File: src/design/cmac_params.svh
// size and pipeline macros for the cmac slice, included by the package, the RTL and the testbench
`ifndef CMAC_PARAMS_SVH
`define CMAC_PARAMS_SVH

// ==============================
// atom geometry
// ==============================

// lanes per atom
`define CMAC_ATOMC 8
// bits per element, signed
`define CMAC_BPE 8

// ==============================
// result and retiming
// ==============================

// 16 bit product plus 3 bits of growth for 8 lanes
`define CMAC_RESULT_WIDTH 19
// register stages behind the adder
`define CMAC_OUT_RETIMING 2

`endif

File: src/design/cmac_pkg.sv
// shared vector types and the lane non-zero helper, imported by every cmac module
`include "cmac_params.svh"

package cmac_pkg;

  // packed atom, lane i sits in element slot i from the lsb
  typedef logic [`CMAC_ATOMC*`CMAC_BPE-1:0] cmac_vec_t;

  // one bit per lane, used for valid masks and nz flags
  typedef logic [`CMAC_ATOMC-1:0] cmac_lane_t;

  // two's complement dot product
  typedef logic [`CMAC_RESULT_WIDTH-1:0] cmac_result_t;

  // per-lane non-zero detect, evaluated where the operand is registered
  function automatic cmac_lane_t cmac_lane_nz(cmac_vec_t vec);
    cmac_lane_t nz;
    for (int i = 0; i < `CMAC_ATOMC; i++) begin
      // any set bit means the element is non-zero
      nz[i] = |vec[i*`CMAC_BPE +: `CMAC_BPE];
    end
    return nz;
  endfunction

endpackage

File: src/design/cmac_actv.sv
// data activation stage, registers each incoming atom and its lane flags for the mac stage
`timescale 1ns/1ps

module cmac_actv (
  input  logic                nvdla_core_clk,
  input  logic                rst,
  input  logic                dat_pvld,
  input  cmac_pkg::cmac_vec_t  dat_data,
  input  cmac_pkg::cmac_lane_t dat_mask,
  output logic                dat_actv_strb,
  output cmac_pkg::cmac_lane_t dat_actv_pvld,
  output cmac_pkg::cmac_lane_t dat_actv_nz,
  output cmac_pkg::cmac_vec_t  dat_actv_data
);

  import cmac_pkg::*;

  // ==============================
  // control path
  // ==============================

  // strobe follows dat_pvld by one cycle
  // lane valids only live for the cycle of the atom
  always_ff @(posedge nvdla_core_clk) begin
    if (rst) begin
      dat_actv_strb <= 1'b0;
      dat_actv_pvld <= '0;
    end else begin
      dat_actv_strb <= dat_pvld;
      if (dat_pvld) begin
        dat_actv_pvld <= dat_mask;
      end else begin
        // drop all lanes when no atom arrives
        dat_actv_pvld <= '0;
      end
    end
  end

  // ==============================
  // payload path
  // ==============================

  // nz flags computed here so the mac can skip zero operands
  cmac_lane_t dat_nz;

  assign dat_nz = cmac_lane_nz(dat_data);

  // data and flags hold between atoms
  always_ff @(posedge nvdla_core_clk) begin
    if (dat_pvld) begin
      dat_actv_data <= dat_data;
      dat_actv_nz   <= dat_nz;
    end
  end

endmodule

File: src/design/cmac_wt_buf.sv
// weight shadow buffer, captures one weight atom on a load strobe and presents it as levels
`timescale 1ns/1ps

module cmac_wt_buf (
  input  logic                nvdla_core_clk,
  input  logic                rst,
  input  logic                wt_load,
  input  cmac_pkg::cmac_vec_t  wt_data,
  input  cmac_pkg::cmac_lane_t wt_mask,
  output cmac_pkg::cmac_lane_t wt_actv_pvld,
  output cmac_pkg::cmac_lane_t wt_actv_nz,
  output cmac_pkg::cmac_vec_t  wt_actv_data
);

  import cmac_pkg::*;

  // ==============================
  // lane valid mask
  // ==============================

  // weights stay invalid until the first load
  always_ff @(posedge nvdla_core_clk) begin
    if (rst) begin
      wt_actv_pvld <= '0;
    end else if (wt_load) begin
      wt_actv_pvld <= wt_mask;
    end
  end

  // ==============================
  // weight atom and nz flags
  // ==============================

  // nz worked out once per load, not once per data atom
  cmac_lane_t wt_nz;

  assign wt_nz = cmac_lane_nz(wt_data);

  // new weights appear one cycle after wt_load
  // an atom sampled in the load cycle meets them in the mac
  always_ff @(posedge nvdla_core_clk) begin
    if (wt_load) begin
      wt_actv_data <= wt_data;
      wt_actv_nz   <= wt_nz;
    end
  end

endmodule

File: src/design/cmac_mac.sv
// mac stage that sums the gated signed lane products into one result and retimes it behind valid
`timescale 1ns/1ps
`include "cmac_params.svh"

module cmac_mac (
  input  logic                 nvdla_core_clk,
  input  logic                 rst,
  input  logic                 dat_actv_strb,
  input  cmac_pkg::cmac_lane_t  dat_actv_pvld,
  input  cmac_pkg::cmac_lane_t  dat_actv_nz,
  input  cmac_pkg::cmac_vec_t   dat_actv_data,
  input  cmac_pkg::cmac_lane_t  wt_actv_pvld,
  input  cmac_pkg::cmac_lane_t  wt_actv_nz,
  input  cmac_pkg::cmac_vec_t   wt_actv_data,
  output logic                 mac_out_pvld,
  output cmac_pkg::cmac_result_t mac_out_data
);

  import cmac_pkg::*;

  localparam int BPE    = `CMAC_BPE;
  localparam int PROD_W = 2 * `CMAC_BPE;
  localparam int RES_W  = `CMAC_RESULT_WIDTH;
  localparam int RTM    = `CMAC_OUT_RETIMING;

  // ==============================
  // lane products
  // ==============================

  // a lane counts only with both operands valid and non-zero
  cmac_lane_t   op_en;
  // products already sign extended to result width
  cmac_result_t prod_ext [`CMAC_ATOMC];

  for (genvar i = 0; i < `CMAC_ATOMC; i++) begin : g_lane
    logic signed [BPE-1:0]    dat_lane;
    logic signed [BPE-1:0]    wt_lane;
    logic signed [PROD_W-1:0] prod_raw;
    logic signed [PROD_W-1:0] prod;

    // unpack slot i
    assign dat_lane = dat_actv_data[i*BPE +: BPE];
    assign wt_lane  = wt_actv_data[i*BPE +: BPE];

    assign op_en[i] = dat_actv_pvld[i] & dat_actv_nz[i] & wt_actv_pvld[i] & wt_actv_nz[i];

    // signed 8 by 8 multiply at full product width
    assign prod_raw = dat_lane * wt_lane;

    // gated lanes contribute zero
    assign prod = op_en[i] ? prod_raw : '0;

    assign prod_ext[i] = {{(RES_W - PROD_W){prod[PROD_W-1]}}, prod};
  end

  // ==============================
  // lane sum
  // ==============================

  // combinational sum in front of the first retiming stage
  cmac_result_t sum_out;

  always_comb begin
    sum_out = '0;
    for (int i = 0; i < `CMAC_ATOMC; i++) begin
      sum_out = sum_out + prod_ext[i];
    end
  end

  // ==============================
  // retiming pipeline
  // ==============================

  logic [RTM-1:0] pp_pvld;
  cmac_result_t   pp_data [RTM];

  // valid shifts every cycle with stage 0 fed by the atom strobe
  always_ff @(posedge nvdla_core_clk) begin
    if (rst) begin
      pp_pvld <= '0;
    end else begin
      pp_pvld[0] <= dat_actv_strb;
      for (int k = 1; k < RTM; k++) begin
        pp_pvld[k] <= pp_pvld[k-1];
      end
    end
  end

  // each data stage loads only when the stage ahead of it is valid
  // so the output holds its last result between atoms
  always_ff @(posedge nvdla_core_clk) begin
    if (dat_actv_strb) begin
      pp_data[0] <= sum_out;
    end
    for (int k = 1; k < RTM; k++) begin
      if (pp_pvld[k-1]) begin
        pp_data[k] <= pp_data[k-1];
      end
    end
  end

  assign mac_out_pvld = pp_pvld[RTM-1];
  assign mac_out_data = pp_data[RTM-1];

endmodule

File: src/design/cmac_core.sv
// cmac slice top, ties the data activation stage and weight buffer to the mac stage
`timescale 1ns/1ps

module cmac_core (
  input  logic                 nvdla_core_clk,
  input  logic                 rst,
  // weight load side
  input  logic                 wt_load,
  input  cmac_pkg::cmac_vec_t   wt_data,
  input  cmac_pkg::cmac_lane_t  wt_mask,
  // data atom stream
  input  logic                 dat_pvld,
  input  cmac_pkg::cmac_vec_t   dat_data,
  input  cmac_pkg::cmac_lane_t  dat_mask,
  // result, three cycles behind dat_pvld
  output logic                 mac_out_pvld,
  output cmac_pkg::cmac_result_t mac_out_data
);

  import cmac_pkg::*;

  // ==============================
  // internal nets
  // ==============================

  // activation stage to mac
  logic       dat_actv_strb;
  cmac_lane_t dat_actv_pvld;
  cmac_lane_t dat_actv_nz;
  cmac_vec_t  dat_actv_data;

  // weight buffer to mac, held until the next load
  cmac_lane_t wt_actv_pvld;
  cmac_lane_t wt_actv_nz;
  cmac_vec_t  wt_actv_data;

  // ==============================
  // instances
  // ==============================

  cmac_actv i_actv (
    .nvdla_core_clk (nvdla_core_clk),
    .rst            (rst),
    .dat_pvld       (dat_pvld),
    .dat_data       (dat_data),
    .dat_mask       (dat_mask),
    .dat_actv_strb  (dat_actv_strb),
    .dat_actv_pvld  (dat_actv_pvld),
    .dat_actv_nz    (dat_actv_nz),
    .dat_actv_data  (dat_actv_data)
  );

  cmac_wt_buf i_wt_buf (
    .nvdla_core_clk (nvdla_core_clk),
    .rst            (rst),
    .wt_load        (wt_load),
    .wt_data        (wt_data),
    .wt_mask        (wt_mask),
    .wt_actv_pvld   (wt_actv_pvld),
    .wt_actv_nz     (wt_actv_nz),
    .wt_actv_data   (wt_actv_data)
  );

  cmac_mac i_mac (
    .nvdla_core_clk (nvdla_core_clk),
    .rst            (rst),
    .dat_actv_strb  (dat_actv_strb),
    .dat_actv_pvld  (dat_actv_pvld),
    .dat_actv_nz    (dat_actv_nz),
    .dat_actv_data  (dat_actv_data),
    .wt_actv_pvld   (wt_actv_pvld),
    .wt_actv_nz     (wt_actv_nz),
    .wt_actv_data   (wt_actv_data),
    .mac_out_pvld   (mac_out_pvld),
    .mac_out_data   (mac_out_data)
  );

endmodule

File: config.mk
export PLATFORM = sky130hd
export DESIGN_NAME = cmac_core
export DESIGN_NICKNAME = d
export VERILOG_FILES = /design/src/design/cmac_pkg.sv /design/src/design/cmac_actv.sv /design/src/design/cmac_wt_buf.sv /design/src/design/cmac_mac.sv /design/src/design/cmac_core.sv
export VERILOG_INCLUDE_DIRS = /design/src /design/src/design
export SDC_FILE = /design/constraint.sdc
export NUM_CORES = 2
export LEC_CHECK = 0
export ABC_CLOCK_PERIOD_IN_PS = 9000
export BUFFER_PORTS_ARGS = -buffer_cell sky130_fd_sc_hd__buf_4
export CAP_MARGIN = 10
export CORE_UTILIZATION = 30
export DETAILED_ROUTE_END_ITERATION = 7
export GPL_TIMING_DRIVEN = 0
export PLACE_DENSITY = 0.43
export SLEW_MARGIN = 10
export SYNTH_ARGS = -nofsm -noshare
export SYNTH_HDL_FRONTEND = slang
export SYNTH_SLANG_ARGS = --single-unit
File: constraint.sdc
create_clock -name nvdla_core_clk -period 9 [get_ports nvdla_core_clk]
set_clock_uncertainty 0.1 [all_clocks]
set_input_delay 1.8 -clock nvdla_core_clk [delete_from_list [all_inputs] [get_ports nvdla_core_clk]]
set_output_delay 1.8 -clock nvdla_core_clk [all_outputs]
set_load 0.05 [all_outputs]
# Word level (Yosys, flattened, before mapping)
# Memory sizes are Yosys's and may differ from the RTL's.
# Cells that the tools add are included.
classes:
  reduce_logical: 17
  n_mul: 8
  mux: 12
  n_addsub: 7
  n_bitwise: 25
ops:
  columns: ["cell", "count"]
  rows:
  - ["$mul 8x8->16", 8]
  - ["$mux 16", 8]
  - ["$reduce_or 8->1", 16]
  - ["$add 19x19->19", 6]
  - ["$and 1x1->1", 24]
  - ["$add 16x16->17", 1]
  - ["$mux 1", 4]
  - ["$reduce_or 2->1", 1]
  - ["$not 1->1", 1]
word_totals:
  register_bits: 163
  mem_bits_rw: 38
  mem_count: 1
  out_inout_bits: 20
  in_bits: 148
  word_cells: 78
mem_list:
  columns: ["memory", "depth", "word_bits", "read_ports", "rd_clocked_by_memory_dff", "wr", "line", "text"]
  rows:
  - ["i_mac.pp_data", 2, 19, 2, 0, 2, "cmac_mac.sv:75", "cmac_result_t pp_data [RTM];"]

# Longest topological paths before layout
depth:
  word_depth: 11
  ltp_mapped: 41
  mapped_depth_nobuf: 41

# By module
# From an unflattened synthesis, not the netlist that was laid out.
unflattened:
  cells_unflattened: 2975
  area_unflattened_um2: 29793.6
modules_own_cells:
  columns: ["module", "cells_per_inst", "area_per_inst_um2", "seq_area_each_um2", "n_inst"]
  rows:
  - ["cmac_mac", 2738, 24658.6, 1181.1, 1]
  - ["cmac_wt_buf", 122, 2577.5, 2322.2, 1]
  - ["cmac_actv", 115, 2557.5, 2342.2, 1]

# Worst setup path after synthesis
# Ideal clock, no wire load.
synth_timing:
  kind: "register -> register"
  start: "register i_wt_buf.wt_actv_data[2]"
  end: "memory i_mac.pp_data[0][18] (netlist bit), data pin"
  n_path_buf: 0
  period_less_slack_ns: 8.781
  required_time_ns: 8.639
  setup_time_ns: 0.261
  t_arrival_ns: 8.420
  path_stages_with_launch: 38
  path_slack_ns: 0.219
  path_cell_list: "edfxtp_1 > and2_1 > fa_1 > inv_1 > fa_1 > inv_1 > fa_1 > inv_1 > fa_1 > inv_1 > ha_1 > a21oi_1 > nor2_1 > nor3b_1 > ha_1 > a21o_1 > a21o_1 > a21oi_1 > [... 2 more ...] > a21oi_1 > xor2_1 > fa_1 > inv_1 > fa_1 > inv_1 > fa_1 > inv_1 > fa_1 > inv_1 > ha_1 > a21oi_1 > nand2_1 > a21o_1 > or2_2 > o22ai_1 > xnor2_1 > xnor2_1"
synth_rtl:
  columns: ["element", "line", "text"]
  rows:
  - ["from (decl)", "cmac_wt_buf.sv:12", "output cmac_pkg::cmac_vec_t wt_actv_data"]
  - ["from (signal assigned)", "cmac_wt_buf.sv:43", "wt_actv_data <= wt_data;"]
  - ["to (decl)", "cmac_mac.sv:75", null]

==> impl_metrics.json <==
{
  "io_buffers": 167,
  "grt.overflow.total": 0,
  "grt_pass1_wl_microns": 121000,
  "end_kind": "register",
  "cts_tree": "built",
  "clock_sinks": 201,
  "synth_xor_area_frac": 0.0423,
  "synth_seq_cells": 201,
  "holdCritPathClass": "reg2reg",
  "htree_levels": 1,
  "final_hold_viol_count": 0,
  "finalSetupViolCount": 0,
  "gr-usage-met1": 0.219,
  "vias_per_cell": 4.41,
  "cp_max_fo": 4,
  "dominantRegCellSynth": "edfxtp_1",
  "required_ns": 9.22,
  "nets": 4177,
  "maxCapViolations": 0,
  "ys_seq_area_frac": 0.195,
  "syn2layout_area_growth_pct": 15.0,
  "path_class": "reg2reg",
  "antenna_cells": 0,
  "ioPinCount": 168,
  "wl_microns": 75000,
  "cp_slowest_stage_delay_ns": 0.55,
  "synth-compound-area-share": 0.0550,
  "fin_crit_sh": 0.999,
  "drc_errors": 0,
  "synth_fp_nets": 3930,
  "peakVddDrop_mv": 0.155,
  "rows": 115,
  "min_period_ns": 8.99,
  "met2_usage": 0.250,
  "drv_slew": 0,
  "clkSlewWorstSetupHoldPaths_ns": 0.07,
  "track_usage": 0.153,
  "synthTopCellsByCount": "692 x inv_1, 525 x fa_1, 323 x and2_1",
  "synth_area_per_cell_sq_um": 10.0,
  "cts_made_buffers": 27,
  "rsz0062_at_grt": "true",
  "final_util": 0.350,
  "syn_area_sq_um": 30000,
  "busiest_layer": "met2",
  "synth_cell_type_count": 51,
  "die_y_microns": 318,
  "synth_edf_count": 182,
  "crit_family": "adder cells",
  "fin_cells": 4543,
  "power_density_nw_per_um2": 274,
  "grt_max_degree": 74,
  "drt_iter0_drc": 810,
  "clk_path_buf_depth": 3,
  "synth_top_area_frac": 0.350,
  "layout-drive-gt1-share": 0.111,
  "worst_slew_pin_slew_ns": 1.16,
  "slew-limit-headroom": 0.225,
  "cp_common_cell": "fa_1",
  "die_x_microns": 318,
  "cp_num_buf_inv": 9,
  "synth_top_family_by_area": "adder cells",
  "status": "complete, no violations",
  "fillers": 10200,
  "place_congestion": 0.792,
  "yosys.area.top_type": "fa_1",
  "cts-hold-fix-buffers": 0,
  "grtUsageMet3": 0.0163,
  "synthCells": 2989,
  "max_freq_mhz": 111,
  "grt_pass1_vias": 21200,
  "cts_root_buf": "clkbuf_16",
  "cp.arrival_ns": 9.21,
  "antenna_found_initial": 2,
  "synthMuxAreaShare": 0.00304,
  "synth_most_common_cell": "inv_1",
  "placed_cells": 4444,
  "critPathSlowestCell": "fa_1",
  "vias": 20000,
  "synthAdderAreaFrac": 0.462,
  "async_reset_ff_frac": 0,
  "critPathLaunchType": "register",
  "leakage_nw": 16.0,
  "clkLatencyLatePin_ns": 0.59,
  "die_area_sq_um": 101000,
  "dp_hpwl_microns": 63000,
  "dr.pass1.iters": 5,
  "antenna_left": 0,
  "coreArea_sq_um": 98700,
  "yosys-top-cells-area": "fa_1 35%, edfxtp_1 18%, ha_1 11%, inv_1 8.7%, and2_1 6.7%",
  "yosys.area_share.simple": 0.149,
  "start_util": 0.304,
  "yosysWarnings": 0,
  "wl_per_cell_microns": 16.5
}
cells by family (layout without fill, tap and decap cells):
| kind of cell | count (synthesis) | count (layout) |
|---|---|---|
| flops | 201 | 201 |
| mux | 9 | 9 |
| compound gates | 266 | 266 |
| xor+xnor | 145 | 145 |
| buf+inv | 731 | 998 |
| fa+ha+maj | 793 | 793 |
| simple gates | 844 | 844 |
cells in the final DEF, fill, tap and decap left out, drive strengths merged, types with 10 or more instances in the layout:
cell type and instances:
a21oi 104, dfxtp 19, o21ai 66, a21o 32, ha 268, nand2b 85
nand3 17, o211ai 12, inv 698, xnor2 107, nand2 237, and2 323
buf 239, edfxtp 182, nor2 89, a211oi 13, nand4 10, o21bai 14
xor2 38, fa 525, clkbuf 49, nor4 49
registers in the layout (all words and copies together), names as in the netlist:
signal                 cells
i_mac.pp_data             38
i_wt_buf.wt_actv_data     64
i_actv.dat_actv_pvld       8
i_wt_buf.wt_actv_pvld      8
i_wt_buf.wt_actv_nz        8
i_mac.pp_pvld              2
i_actv.dat_actv_strb       1
i_actv.dat_actv_nz         8
i_actv.dat_actv_data      64
power breakdown:
group	internal (W)	total (W)	switching [W]	leakage (nW)
Combinational	0.00314	0.00714	0.00400	13.6
Clock	0.000635	0.00111	0.000477	0.434
Sequential	0.00109	0.00121	0.000112	1.94
Total	0.00487	0.00946	0.00459	16.0
worst reg2reg max path: cells and delay by family (launching register included):
family / cells / cell delay, ns
xor gates and xnor gates: 3 / 0.36
DFF: 1 / 0.52
adders and majority gates: 11 / 4.97
AOI/OAI and AO/OA: 9 / 1.34
and+or+nand+nor: 6 / 0.87
buffers and inverters: 9 / 0.59
cell type report:
class,instances,area (sq um),share of cell area
timing repair buffer,219,1680,0.0486
buffer,38,219,0.00635
inverter,692,2600,0.0753
clock inverter,18,170,0.00493
tap,1287,1610,0.0467
multi-input combinational,2057,21700,0.628
clock buffer,31,721,0.0209
sequential,201,5850,0.169
metrics by stage:
step | hold WS [ns] | setup WS, ns | area (sq um) | setup TNS (ns) | total power (W)
5_1_grt | 0.321 | -0.369 | 34500 | -0.599 | 0.0106
4_1_cts | 0.315 | -0.175 | 34200 | -0.175 | 0.00955
3_3_place_gp | 0.301 | -0.668 | 32900 | -1.21 | 0.00828
6_report | 0.307 | 0.00973 | 34500 | 0 | 0.00946
2_1_floorplan | 0.300 | 0.219 | 30000 | 0 | 0.00657
3_5_place_dp | 0.307 | -0.663 | 32900 | -1.13 | 0.00822
final timing paths:
check                           from                   end  slack (ns)  cells after the start
max reg2reg  i_actv.dat_actv_data[4]  i_mac.pp_data[0][18]        0.01                     38
min             i_mac.pp_data[0][16]  i_mac.pp_data[0][35]        0.31                      0
max          i_actv.dat_actv_data[4]  i_mac.pp_data[0][18]        0.01                     38
min reg2reg     i_mac.pp_data[0][16]  i_mac.pp_data[0][35]        0.31                      0
routing by layer:
metal	up-vias	routed length, microns
met5	-	0
met4	0	1170
met3	53	2220
met2	238	35100
met1	10000	36500
li1	9744	-
repair_timing:
action	in CTS	in global routing
gates resized for setup	30	45
buffers inserted	41	10
pin swaps	37	38
endpoints found under the setup margin	5	6
(Power assumes the default switching activity.)
